### config.mk
export PLATFORM = sky130hd
export DESIGN_NAME = rule_table
export DESIGN_NICKNAME = d
export VERILOG_FILES = /design/src/rtl/parser_pkg.sv /design/src/rtl/rule_table.sv
export SDC_FILE = /design/constraint.sdc
export NUM_CORES = 1
export LEC_CHECK = 0
export ABC_CLOCK_PERIOD_IN_PS = 1400
export BUFFER_PORTS_ARGS = -buffer_cell sky130_fd_sc_hd__buf_4
export CAP_MARGIN = 20
export CORE_AREA = 5 5 255 257
export DETAILED_ROUTE_END_ITERATION = 8
export DIE_AREA = 0 0 260 262
export GPL_TIMING_DRIVEN = 0
export HOLD_SLACK_MARGIN = 0.08
export PLACE_DENSITY_LB_ADDON = 0.3
export SLEW_MARGIN = 15
export SYNTH_ARGS = -nofsm -noshare
export SYNTH_HDL_FRONTEND = slang
export SYNTH_SLANG_ARGS = --single-unit
### constraint.sdc
create_clock -name clk -period 1.4 [get_ports clk]
set_input_delay 0.28 -clock clk [delete_from_list [all_inputs] [get_ports clk]]
set_output_delay 0.28 -clock clk [all_outputs]
set_load 0.01 [all_outputs]
### src/rtl/parser_pkg.sv
/*
 * parser stage package
 * widths, rule and PHV structs, and the pipeline constants
 * shared by the decode, execute and result parts of the stage
 */

package parser_pkg;

	// window and rule table geometry
	localparam int PARS_W       = 512;
	localparam int NUM_RULE     = 8;
	localparam int RULE_ADDR_W  = 3;
	// cycles from phv_in_valid_i to phv_out_valid_o
	localparam int PIPE_LATENCY = 5;

	typedef logic [7:0]        byte_off_t;
	typedef logic [6:0]        hdr_off_t;
	typedef logic [15:0]       field16_t;
	typedef logic [31:0]       action_t;
	typedef logic [PARS_W-1:0] pars_data_t;

	// type field location, 8 bits
	typedef struct packed {
		logic     valid;
		hdr_off_t off;
	} type_ctl_t;

	// length field location and how to turn it into a byte count
	typedef struct packed {
		logic       calc;
		hdr_off_t   off;
		logic [7:0] mask;
		// fixed length, or shift amount in bits 1:0 when calc is set
		logic [7:0] val;
	} len_ctl_t;

	// byte 0 of pars_data is the most significant byte
	typedef struct packed {
		byte_off_t  pars_off;
		type_ctl_t  type_ctl;
		len_ctl_t   len_ctl;
		pars_data_t pars_data;
	} phv_t;

	typedef struct packed {
		logic     valid;
		field16_t key;
		field16_t mask;
		action_t  action;
	} rule_t;

	typedef rule_t [NUM_RULE-1:0] rule_arr_t;

	// decode to execute
	typedef struct packed {
		field16_t   type_fld;
		field16_t   len_fld;
		byte_off_t  pars_off;
		len_ctl_t   len_ctl;
		pars_data_t pars_data;
	} fields_t;

	// execute to result and out of the stage
	typedef struct packed {
		byte_off_t  next_off;
		logic       hit;
		action_t    action;
		field16_t   type_fld;
		pars_data_t pars_data;
	} result_t;

endpackage

### src/rtl/rule_table.sv
/*
 * rule_table
 * eight ternary type rules, written and read back over the
 * configuration port, all entries exposed for the parallel match
 */

`timescale 1ns/100ps

module rule_table (
	input  logic                               clk,
	input  logic                               reset,
	input  logic                               rule_wr_i,
	input  logic                               rule_rd_i,
	input  logic [parser_pkg::RULE_ADDR_W-1:0] rule_addr_i,
	input  parser_pkg::rule_t                  rule_data_i,
	output parser_pkg::rule_t                  rule_rdata_o,
	output logic                               rule_rvalid_o,
	output parser_pkg::rule_arr_t              rules_o
);
	import parser_pkg::*;

	logic [NUM_RULE-1:0] valid_q;
	field16_t            key_q [NUM_RULE];
	field16_t            mask_q [NUM_RULE];
	action_t             act_q [NUM_RULE];

	// valid bits are control state and clear on reset
	always_ff @(posedge clk or negedge reset) begin
		if (!reset) begin
			valid_q <= '0;
		end else if (rule_wr_i) begin
			valid_q[rule_addr_i] <= rule_data_i.valid;
		end
	end

	always_ff @(posedge clk) begin
		if (rule_wr_i) begin
			key_q[rule_addr_i]  <= rule_data_i.key;
			mask_q[rule_addr_i] <= rule_data_i.mask;
			act_q[rule_addr_i]  <= rule_data_i.action;
		end
	end

	always_comb begin
		for (int i = 0; i < NUM_RULE; i++) begin
			rules_o[i].valid  = valid_q[i];
			rules_o[i].key    = key_q[i];
			rules_o[i].mask   = mask_q[i];
			rules_o[i].action = act_q[i];
		end
	end

	// read-back sees the contents before a same-cycle write
	always_ff @(posedge clk) begin
		if (rule_rd_i) begin
			rule_rdata_o <= rules_o[rule_addr_i];
		end
	end

	always_ff @(posedge clk or negedge reset) begin
		if (!reset) begin
			rule_rvalid_o <= 1'b0;
		end else begin
			rule_rvalid_o <= rule_rd_i;
		end
	end

	a_rvalid_follows_rd: assert property (
		@(posedge clk) disable iff (!reset)
		rule_rvalid_o == $past(rule_rd_i)
	);

endmodule

==> impl_summary.md, run 1 <==
Timing
Hold timing on the final database bottoms out at a slack of 0.1762 ns. The worst clock skew is 0.01834 ns. Counting I/O delays and the setup requirement, the final critical path takes 1.550 ns.

The final count of hold timing violations is 0. The transition time at the pin with the least slew margin is 0.9940 ns. The ratio of final minimum period to clock period is 110.7%.

For the final routed database, the setup TNS stands at -26.43 ns. The worst slew margin relative to its limit is 33.74%. The setup violation total in the final timing report is 598. Static timing analysis puts the maximum clock frequency at 645.2 MHz. The count of final max-slew check failures was 0. Setup repair after global routing could not meet its margin everywhere.

After layout, the worst setup slack is -0.1499 ns.

Power and ir drop
The switching share of total power is 22.85%. The clock network is responsible for 38.1% of the overall power. The worst-case vdd ir drop is 1022 uV. Per report_power, the sequential group accounts for 50.4% of the total. Per report_power, the combinational group accounts for 11.5% of the total. The switching power is 9328 uW.

In this run the static leakage power is 0.01317 uW. The power density normalized to cell area is 1173 nW/um^2. The cell internal power dissipation is 31,490 uW.

Run status
The flow ran to the end, but the final reports show violations. The checks that failed: negative setup slack.

Clock tree
The count of clock tree sinks is 586. The root buffer cell chosen for the clock tree is sky130_fd_sc_hd__clkbuf_16. After clock tree synthesis, the clock-pin slew on the worst setup and hold paths is 0.06 ns.

Clock latency on the worst-skew pair, taken at its later pin, is 0.61 ns. The CTS buffer count is 60. The H-tree depth is 2. The clock passes through at most 3 buffers.

TritonCTS built the clock tree.

Setup path
The worst setup path is launched from a register. Walking the worst path, the cells encountered are buf_6. Of all nets on the critical path, the largest fanout is 2. The cell with the largest stage delay on the worst path is sky130_fd_sc_hd__edfxtp_1.

The critical path buffer and inverter count is 1. STA classifies the critical path endpoint as an output port. The arrival time at the worst endpoint is 1.27 ns. The worst setup path is of the reg -> out kind. In this design, the stage delay of the slowest critical-path cell is 0.48 ns.

For the worst setup path, the data required time is 1.12 ns. In this design, the largest share of critical-path delay is due to flip-flops.

Global routing
The global-route wire length before repair is 119.4 mm. Global routing used 24.61% of the available tracks. Global routing finished with a remaining overflow of 0. The maximum number of pins on one net before global-route repair is 67. The via count of the first global-routing pass is 15,730. The number of antenna violations at the first check in global routing is 3.

Worst hold path
The path category of the worst min-delay check is in -> reg.

Floorplanning
The initialized floorplan defines 92 standard-cell rows. The die covers 68,120 um^2. The die outline width is 260 um. The core outline area is 62,500 um^2.

From bottom edge to top edge, the die measures 262 um. The top-level I/O count is 658. The initial standard-cell utilization of the core is 35.21%.

Job
The number of violations of the max-capacitance limit is 0.

Placed design
The routability-driven placement congestion ratio is 0.8706. The worst slack at placement is -1.011 ns. The placed cell area is 28,490 um^2. The HPWL after detailed placement is 58.64 mm. In this run the tool buffered the top-level ports with 654 buffer cells.

Cells and area
In the layout the commonest cells are sky130_fd_sc_hd__buf_6 (607), sky130_fd_sc_hd__edfxtp_1 (577), sky130_fd_sc_hd__buf_4 (232). The area growth from synthesis to layout is 58.16%. At the end of the flow, the number of nets in the layout was 2,084. The finished cells cover 34,810 um^2.

In the final layout, the share of cells above drive strength 1 is 58.73%. The commonest non-fill, non-tap cell in the layout is sky130_fd_sc_hd__buf_6.

Yosys
Synthesis instantiated 26 different standard cells from the library. The number of nets in the synthesized netlist is 1,122. The number of synthesis warnings is 0. The dominant synthesized flop cell is sky130_fd_sc_hd__edfxtp_1. The mapped cell area is 22,010 um^2.

Counting flops with an async set or reset pin after synthesis yields a share of 1.536%. The average instance in the mapped netlist occupies 20.96 um^2. The count of flip-flops with a built-in enable after synthesis is 577. Counting flops and latches in the post-synthesis netlist gives 586. After technology mapping, the gate count stands at 1,050. After synthesis, flip-flops and latches occupy 79.76% of the total area.

Route
The remaining antenna violation count is 0. For this run, design rule violations remaining after detail routing come to 0. The overall via count from detail_route is 14,830.

For this block, the initial DRC count from the detailed router was 1,059. In the final routed layout, each cell accounts on average for 30.51 um. Dividing the detail-routed via count by the number of cells gives 5.111. The length of the first detailed-routing pass in iterations is 6. Wires add up to 88.55 mm.
==> repair_timing <==
item / in CTS / in global routing
cloned: 5 / 1
setup buffers: 118 / 41
pin swaps: 9 / 27
gates resized for setup: 576 / 85
hold endpoints to repair: 529 / 0
hold buffers: 67 / 0
endpoints found under the setup margin: 935 / 637
==> sequential cells by signal (all words and copies together) (netlist names) <==
signal,flops
key_q,128
valid_q,8
rule_rdata_o,65
mask_q,128
act_q,256
rule_rvalid_o,1
==> metal layers <==
metal	wire length [um]	share of wire, %	vias to the layer above	track usage [%]
met5	13	0.015	-	0
met4	2487	2.8	2	6.502
met3	8444	9.5	150	8.599
met2	44940	51	741	42.92
met1	32660	37	7676	29.32
li1	-	-	6262	-
==> stage by stage <==
step                      util (%)  cells  total power (uW)
after floorplan                  -   1050             22270
after global placement       45.06   2550             24460
after detailed placement     45.58   2564             24570
after CTS                    54.60   2859             40890
after global routing         55.68   2902             42050
final                        55.68   2902             40820
==> worst min-delay path, cell delays in order <==
cell                      delay [ns]
sky130_fd_sc_hd__buf_4          0.19
sky130_fd_sc_hd__nand3_4        0.11
sky130_fd_sc_hd__mux2_2         0.16
==> kinds of logic (layout without fill, tap and decap cells) <==
| kind of cell | Yosys count | count (layout) | share of synthesized area (%) |
|---|---|---|---|
| AOI/OAI and AO/OA | 139 | 139 | 4.742 |
| buffers and inverters | 61 | 1061 | 1.780 |
| DFF | 586 | 586 | 79.76 |
| muxes | 202 | 202 | 12.42 |
| other | 0 | 1 | 0 |
| and+or+nand+nor | 62 | 67 | 1.302 |
==> final cells by class <==
cell class	instances	area (um^2)
fillers	4805	27700
flip-flops and latches	586	17550
repair buffers	895	9360
multi-input cells	408	4439
clock buffers	76	1604
well taps	846	1059
plain buffers	58	495.5
clock inverters	29	272.8
inverters	3	21.27
diodes	1	2.502
==> final timing paths <==
kind                                     to  slack (ns)    startpoint  cells after the start
setup / recovery               rules_o[282]       -0.15  act_q[4][22]                      1
hold / removal                   valid_q[6]        0.18     rule_wr_i                      3
setup reg to reg           rule_rdata_o[22]       -0.14  act_q[4][22]                      2
hold reg to reg                  valid_q[3]        0.57    valid_q[3]                      1
max in group asynchronous        valid_q[6]        0.44         reset                      3
min in group asynchronous        valid_q[1]        0.67         reset                      3
==> cell usage after synthesis, drive strengths merged (2+ instances only) <==
cell / number / share of area [%]
a22oi: 91 / 3.1
mux2: 164 / 8.5
and3: 5 / 0.14
and2: 3 / 0.085
edfxtp: 577 / 79
nor2b: 4 / 0.11
o211ai: 45 / 1.5
nand2: 45 / 0.77
dfrtp: 9 / 1.0
inv: 3 / 0.051
mux4: 38 / 3.9
buf: 51 / 1.6
clkbuf: 7 / 0.12
a221oi: 2 / 0.080
==> power by group through the flow <==
stage / registers (uW) / logic [uW] / clock network [uW]
after floorplan: 21100 / 1210 / 0
after global routing: 20600 / 4910 / 16500
after detailed placement: 20800 / 3760 / 0
after CTS: 20500 / 4540 / 15800
after global placement: 20800 / 3660 / 0
final: 20600 / 4680 / 15600
Power figures use the tool's default switching activity.
==> run 2: changes to the inputs <==
--- a/config.mk
+++ b/config.mk
@@ -14,6 +14,7 @@
 export GPL_TIMING_DRIVEN = 0
 export HOLD_SLACK_MARGIN = 0.08
 export PLACE_DENSITY_LB_ADDON = 0.3
+export RECOVER_POWER = 100
 export SLEW_MARGIN = 15
 export SYNTH_ARGS = -nofsm -noshare
 export SYNTH_HDL_FRONTEND = slang
==> impl_summary.md, run 2 (same netlist as run 1, synthesis figures left out) <==
Floorplanning
The y dimension of the die came to 262 um (unchanged). The initial standard-cell utilization of the core is 35.21% (unchanged). The total die area came to 68,120 um^2 (unchanged). The top-level I/O count was 658 (unchanged). The count of standard-cell rows is 92 (unchanged).

The core outline area was 62,500 um^2 (unchanged). The die outline width is 260 um (unchanged).

Timing
The worst slew margin relative to its limit is -0.8512% (-35 points). The final count of hold timing violations was 0 (unchanged). The top achievable clock speed is 645.0 MHz (about the same).

The final critical path time including I/O delays and setup is 1.550 ns (+0.0005760 ns). The count of final max-slew check failures is 66 (+66). The worst clock skew is 0.01604 ns (-0.002297 ns). Setup repair after global routing could not meet its margin everywhere. The final setup slack of the worst path is -0.1505 ns (-0.0005760 ns). The setup violation total in the final timing report was 723 (+21%). The transition time at the pin with the least slew margin is 1.513 ns (+0.5188 ns).

The ratio of final minimum period to clock period is 110.7% (about the same).

Setup path
The endpoint identified for the worst register-to-register timing path is rule_rdata_o[22]. The path depth of the worst reg2reg path is 2 (unchanged). The worst-path maximum fanout is 2 (unchanged).

The critical path's top delay family is flip-flops. The required arrival time at the worst endpoint is 1.12 ns (about the same). STA classifies the critical path startpoint as a register. The startpoint of the most critical register-to-register path is act_q[4][22]. The kind of end point of the critical path is an output port. The critical path buffer and inverter count is 1 (unchanged). The end point of the critical path is rules_o[282]. The path length in cells of the critical path came to 1 (unchanged).

By startpoint and endpoint, the worst setup path is classified as reg -> out. The timing startpoint of the critical path is act_q[4][22]. Traced cell by cell, the critical path runs through buf_6. The worst-case register-to-register setup slack was -0.14 ns (about the same). For this design, the slowest cell found on the critical path is sky130_fd_sc_hd__edfxtp_1. The arrival time at the worst endpoint is 1.27 ns (about the same). The largest incremental delay on the critical path is 0.48 ns (about the same).

Clock tree
The count of clock tree sinks is 586 (unchanged). The H-tree depth was 2 (unchanged). The CTS buffer count is 60 (unchanged).

The clock transition time at the flip-flop clock pins of the worst setup and hold paths is 0.06 ns (about the same). The cell chosen for the clock root is sky130_fd_sc_hd__clkbuf_16. The clock insertion delay at the later pin of the skew report came to 0.61 ns (about the same). The clock tree from TritonCTS is built.

The maximum count of clock buffers along a single path is 3 (unchanged).

Cells and area
The number of nets in the layout is 2,084 (unchanged). Leaving out fill and tap cells, the most frequent cell in the layout is sky130_fd_sc_hd__buf_6. The final instance area is 34,400 um^2 (-1.2%). The top cell types in the final layout, fill and taps aside, are sky130_fd_sc_hd__buf_6 (609), sky130_fd_sc_hd__edfxtp_1 (577), sky130_fd_sc_hd__buf_4 (155).

The layout overhead on the synthesized area is 56.32%. The most flop-heavy register is act_q. The ratio of cells with drive above 1 in the final layout is 55.28% (-3.5 points). The number of flip-flops under the largest register name is 256 (unchanged). The count of placed standard cells in the final layout, fillers left out was 2,904 (+0.069%). The largest registers in the layout are act_q: 256 flops, key_q: 128 flops, mask_q: 128 flops. The filler cell count was 4,902 (+2.0%).

Global routing
The via count of the first global-routing pass is 15,730 (unchanged). The global-route wire length before repair was 119.4 mm (unchanged). The number of antenna violations at the first check in global routing came to 3 (unchanged).

The combined global-route utilization of all metal layers is 24.61% (unchanged). The maximum number of pins on one net before global-route repair is 67 (unchanged). The aggregate global routing overflow is 0 (unchanged).

Power and ir drop
The power density normalized to cell area is 1183 nW/um^2 (+0.84%). The worst-case vdd ir drop was 1037 uV (+1.5%). The leakage power of the design is 0.01289 uW (-2.1%).

Route
The via count normalized by instance count is 5.154 (+0.85%). The remaining antenna violation count came to 0 (unchanged). The routed wire length was 88.71 mm (+0.18%). The length of the first detailed-routing pass in iterations is 5 (-1). The routed length per placed instance is 30.55 um (+0.12%). The overall via count from detail_route was 14,970 (+0.92%). The detailed-route DRC error count is 0 (unchanged). The number of DRC markers after the initial detailed-route iteration was 1,111 (+4.9%).

Placed design
The placed cell area was 28,490 um^2 (unchanged). The half-perimeter wire length of the detailed placement result is 58.64 mm (unchanged). The number of I/O port buffers is 654 (unchanged). The routability-driven placement congestion ratio is 0.8706 (unchanged). The number of placed instances, taps included is 2,564 (unchanged).

Run status
The flow ran to the end, but the final reports show violations. The final reports fail on max-slew violations, negative setup slack.

Job
The number of violations of the max-capacitance limit came to 0 (unchanged).

Worst hold path
The path category of the worst min-delay check is in -> reg.
[run 2: area by class of cell]
class | count | area [um^2] | share of cell area (%)
inverters | 3 | 18.77 | 0.05456
multi-input cells | 408 | 4405 | 12.81
clock inverters | 29 | 272.8 | 0.7929
plain buffers | 58 | 476.7 | 1.386
diodes | 3 | 7.507 | 0.02182
repair buffers | 895 | 9005 | 26.18
well taps | 846 | 1059 | 3.077
clock buffers | 76 | 1604 | 4.663
flip-flops and latches | 586 | 17550 | 51.02
[run 2: what timing repair did]
item,in CTS,in global routing
endpoints found under the hold margin,529,0
gates cloned,5,1
setup endpoints to repair,935,637
pin swaps,9,27
buffers inserted,118,41
hold buffers,67,0
resized for setup,576,85
[run 2: metal layers]
metal,wire [um],GRT usage (%),up-vias
li1,-,-,6270
met1,32560,29.32,7776
met2,44960,42.92,775
met3,8733,8.599,145
met4,2447,6.502,2
met5,13,0,-
[run 2: worst min-delay path by stage]
stage                   start             to  slack [ns]  cells past startpoint
floorplan               reset  rule_rvalid_o       -0.02                      0
global placement        reset  rule_rvalid_o        0.11                      1
detailed placement      reset  rule_rvalid_o        0.11                      1
CTS                 rule_wr_i     valid_q[6]        0.15                      3
global route        rule_wr_i     valid_q[6]        0.14                      3
finish              rule_wr_i     valid_q[6]        0.16                      3
[run 2: power breakdown]
| group | internal [uW] | switching [uW] | leakage, uW |
|---|---|---|---|
| registers | 20100 | 472 | 0.00540 |
| logic | 2330 | 2230 | 0.00657 |
| clock network | 8950 | 6600 | 0.000917 |
[run 2: stage by stage]
stage / total power [uW] / util [%] / hold WS [ns] / worst slack, ns / TNS [ns]
2_1_floorplan: 22270 / - / -0.01559 / -0.6689 / -167.74
3_3_place_gp: 24460 / 45.06 / 0.1063 / -2.237 / -699.15
3_5_place_dp: 24570 / 45.58 / 0.1091 / -1.011 / -400.03
4_1_cts: 40890 / 54.60 / 0.1532 / -0.1957 / -49.01
5_1_grt: 41930 / 55.03 / 0.1384 / -0.1816 / -66.15
6_report: 40690 / 55.04 / 0.1609 / -0.1505 / -32.27
==> run 3: changes to the inputs <==
--- a/config.mk
+++ b/config.mk
@@ -13,7 +13,7 @@
 export DIE_AREA = 0 0 260 262
 export GPL_TIMING_DRIVEN = 0
 export HOLD_SLACK_MARGIN = 0.08
-export PLACE_DENSITY_LB_ADDON = 0.3
+export PLACE_DENSITY = 0.55
 export RECOVER_POWER = 100
 export SLEW_MARGIN = 15
 export SYNTH_ARGS = -nofsm -noshare
==> impl_summary.md, run 3 (same netlist as run 1, synthesis figures left out) <==
Power and ir drop
The switching share of total power is 23.18% (+0.31 points). The worst-case vdd ir drop is 1125 uV (+8.5%). The power density normalized to cell area is 1186 nW/um^2 (+0.27%).

The power share of the sequential group is 50.6% (about the same). The leakage power of the design was 0.01283 uW (-0.45%). The switching power is 9428 uW (+1.3%). The clock group share of total power is 38.4% (+0.2 points). The combinational share of power was 11.0% (-0.2 points).

The cell internal power dissipation came to 31,240 uW (-0.43%).

Cells and area
The most flop-heavy register is act_q. The total area of sequential cells is 17,550 um^2 (unchanged). In the layout the commonest cells are sky130_fd_sc_hd__buf_6 (600), sky130_fd_sc_hd__edfxtp_1 (577), sky130_fd_sc_hd__buf_4 (154). The final instance area came to 34,300 um^2 (-0.30%). The number of flip-flops under the largest register name is 256 (unchanged). The multi-input gate area in the final layout came to 4355 um^2 (-1.1%).

The ratio of cells with drive above 1 in the final layout is 54.28% (-1.0 points). The largest registers in the layout are act_q: 256 flops, key_q: 128 flops, mask_q: 128 flops. From synthesis to final layout, the design area changed by 55.85%. The count of placed standard cells in the final layout, fillers left out is 2,909 (+0.17%). The filler cell count is 4,999 (+2.0%).

The number of nets in the layout was 2,081 (-0.14%). Leaving out fill and tap cells, the most frequent cell in the layout is sky130_fd_sc_hd__buf_6.

Setup path
STA classifies the critical path startpoint as an input port. The critical path class is in -> reg. The largest incremental delay on the critical path is 0.39 ns (-0.09 ns).

The worst-path maximum fanout is 27 (+25). Walking the worst path, the cells encountered are buf_6 > nor2b_1 > clkbuf_2 > and3_1 > buf_12 > buf_16 > mux2_4. The largest individual stage delay along the critical path comes from the cell sky130_fd_sc_hd__clkbuf_2. The kind of end point of the critical path is a register. The arrival time at the worst endpoint is 2.08 ns (+0.81 ns). The required arrival time at the worst endpoint is 1.91 ns (+0.79 ns).

Route
The routed wire length is 88.26 mm (-0.51%). The number of DRC markers after the initial detailed-route iteration was 928 (-16%). The remaining antenna violation count came to 0 (unchanged). The met3 wirelength from detailed routing is 9.145 mm (+4.7%). The overall via count from detail_route was 14,760 (-1.4%).

The total met2 wirelength after detailed routing is 44.20 mm (-1.7%). The routed length on met1 is 32.06 mm (-1.6%). The length of the first detailed-routing pass in iterations is 4 (-1). The routed length per placed instance is 30.34 um (-0.68%). The via count normalized by instance count is 5.073 (-1.6%).

The detailed-route DRC error count is 0 (unchanged). Routed signal wires occupy layers up through met4.

Timing
The ratio of final minimum period to clock period is 112.3% (+1.5 points). The top achievable clock speed is 636.3 MHz (-1.3%). The worst slew margin relative to its limit is 1.446% (+2.3 points).

The final critical path time including I/O delays and setup is 1.572 ns (+0.02118 ns). The count of final max-slew check failures is 0 (-100%). The transition time at the pin with the least slew margin is 1.478 ns (-0.03446 ns).

Setup repair after global routing could not meet its margin everywhere. The worst clock skew is 0.01543 ns (-0.0006094 ns). The setup violation total in the final timing report is 716 (-0.97%).

The final count of hold timing violations is 0 (unchanged). The final setup slack of the worst path is -0.1717 ns (-0.02118 ns).

Clock tree
TritonCTS built the clock tree. The clock insertion delay at the later pin of the skew report is 0.63 ns (+0.02 ns). The clock transition time at the flip-flop clock pins of the worst setup and hold paths is 0.06 ns (about the same). The H-tree depth is 2 (unchanged). In this run the clock root is driven by a sky130_fd_sc_hd__clkbuf_16. The CTS buffer count came to 61 (+1.7%). The maximum count of clock buffers along a single path is 3 (unchanged). The count of clock tree sinks was 586 (unchanged).

Global routing
The number of antenna violations at the first check in global routing is 6 (+3). The maximum number of pins on one net before global-route repair is 67 (unchanged). The combined global-route utilization of all metal layers is 24.72% (+0.11 points). The via count of the first global-routing pass is 15,630 (-0.67%). The aggregate global routing overflow was 0 (unchanged). The global-route wire length before repair is 119.1 mm (-0.28%).

Run status
The flow ran to the end, but the final reports show violations. The final reports fail on negative setup slack.

Placed design
The number of I/O port buffers is 654 (unchanged). The routability-driven placement congestion ratio was 0.8607 (-1.1%). The worst slack at placement is -1.120 ns (-0.1097 ns). The half-perimeter wire length of the detailed placement result is 59.73 mm (+1.9%). The placed cell area is 28,480 um^2 (about the same). The number of placed instances, taps included is 2,564 (unchanged).

Floorplanning
The total die area came to 68,120 um^2 (unchanged). The die outline width is 260 um (unchanged). The initial standard-cell utilization of the core is 35.21% (unchanged). The top-level I/O count came to 658 (unchanged). The count of standard-cell rows is 92 (unchanged). The core outline area was 62,500 um^2 (unchanged).

The y dimension of the die is 262 um (unchanged).

Job
The number of violations of the max-capacitance limit is 0 (unchanged).

Worst hold path
The worst hold path belongs to the class in -> reg.
## run 3: changes by cell type in the layout (fill, tap and decap cells not counted), sizes merged
cell	previous run	this run
buf	794	787
clkinvlp	3	6
diode	3	7
bufinv	5	4
clkbuf	168	174
clkinv	22	21
inv	2	3
and3	9	10
and2	4	3
## run 3: worst paths after layout
kind / end / slack [ns] / depth (start not counted) / from
hold / removal: valid_q[6] / 0.11 / 3 / rule_wr_i
setup reg to reg: rule_rdata_o[32] / -0.16 / 3 / mask_q[5][0]
setup / recovery: valid_q[5] / -0.17 / 7 / rule_addr_i[1]
hold reg to reg: valid_q[3] / 0.57 / 1 / valid_q[3]
max in group asynchronous: rule_rvalid_o / 0.42 / 3 / reset
min in group asynchronous: valid_q[1] / 0.69 / 3 / reset
## run 3: what timing repair did
| item | CTS | global route |
|---|---|---|
| cloned | 5 | 0 |
| buffers inserted | 121 | 38 |
| pin swaps | 8 | 19 |
| endpoints found under the setup margin | 868 | 628 |
| hold endpoints to repair | 529 | 0 |
| resized for setup | 581 | 62 |
| hold buffers | 67 | 0 |
## run 3: through the flow
step | hold slack, ns | TNS [ns] | total power [uW] | util, %
after floorplan | -0.01559 | -167.74 | 22270 | -
after global placement | 0.1104 | -707.82 | 24490 | 45.06
after detailed placement | 0.1093 | -386.34 | 24570 | 45.57
after CTS | 0.08535 | -57.84 | 40980 | 54.75
after global routing | 0.1074 | -72.13 | 41980 | 54.86
final | 0.1118 | -41.98 | 40670 | 54.87
## run 3: final cells by class
| class | instances | share of cell area (%) |
|---|---|---|
| sequential | 586 | 51.18 |
| buffer | 57 | 1.386 |
| tap | 846 | 3.086 |
| antenna | 7 | 0.05107 |
| timing repair buffer | 892 | 26.01 |
| inverter | 3 | 0.05107 |
| multi-input combinational | 408 | 12.70 |
| clock inverter | 31 | 0.8281 |
| clock buffer | 79 | 4.710 |
## run 3: critical path, delay by kind of cell
| family | cells | cell delay (ns) |
|---|---|---|
| buffers and inverters | 4 | 1.02 |
| muxes | 1 | 0.33 |
| and+or+nand+nor | 2 | 0.42 |
## run 3: routing by layer
layer / vias up / GRT usage [%]
li1: 6272 / -
met1: 7654 / 28.90
met2: 693 / 42.56
met3: 139 / 9.656
met4: 0 / 7.324
met5: - / 0
## run 3: power by group through the flow
stage	logic, uW	clock network (uW)	registers [uW]
2_1_floorplan	1210	0	21100
3_3_place_gp	3680	0	20800
3_5_place_dp	3760	0	20800
4_1_cts	4560	15900	20500
5_1_grt	4720	16600	20600
6_report	4490	15600	20600
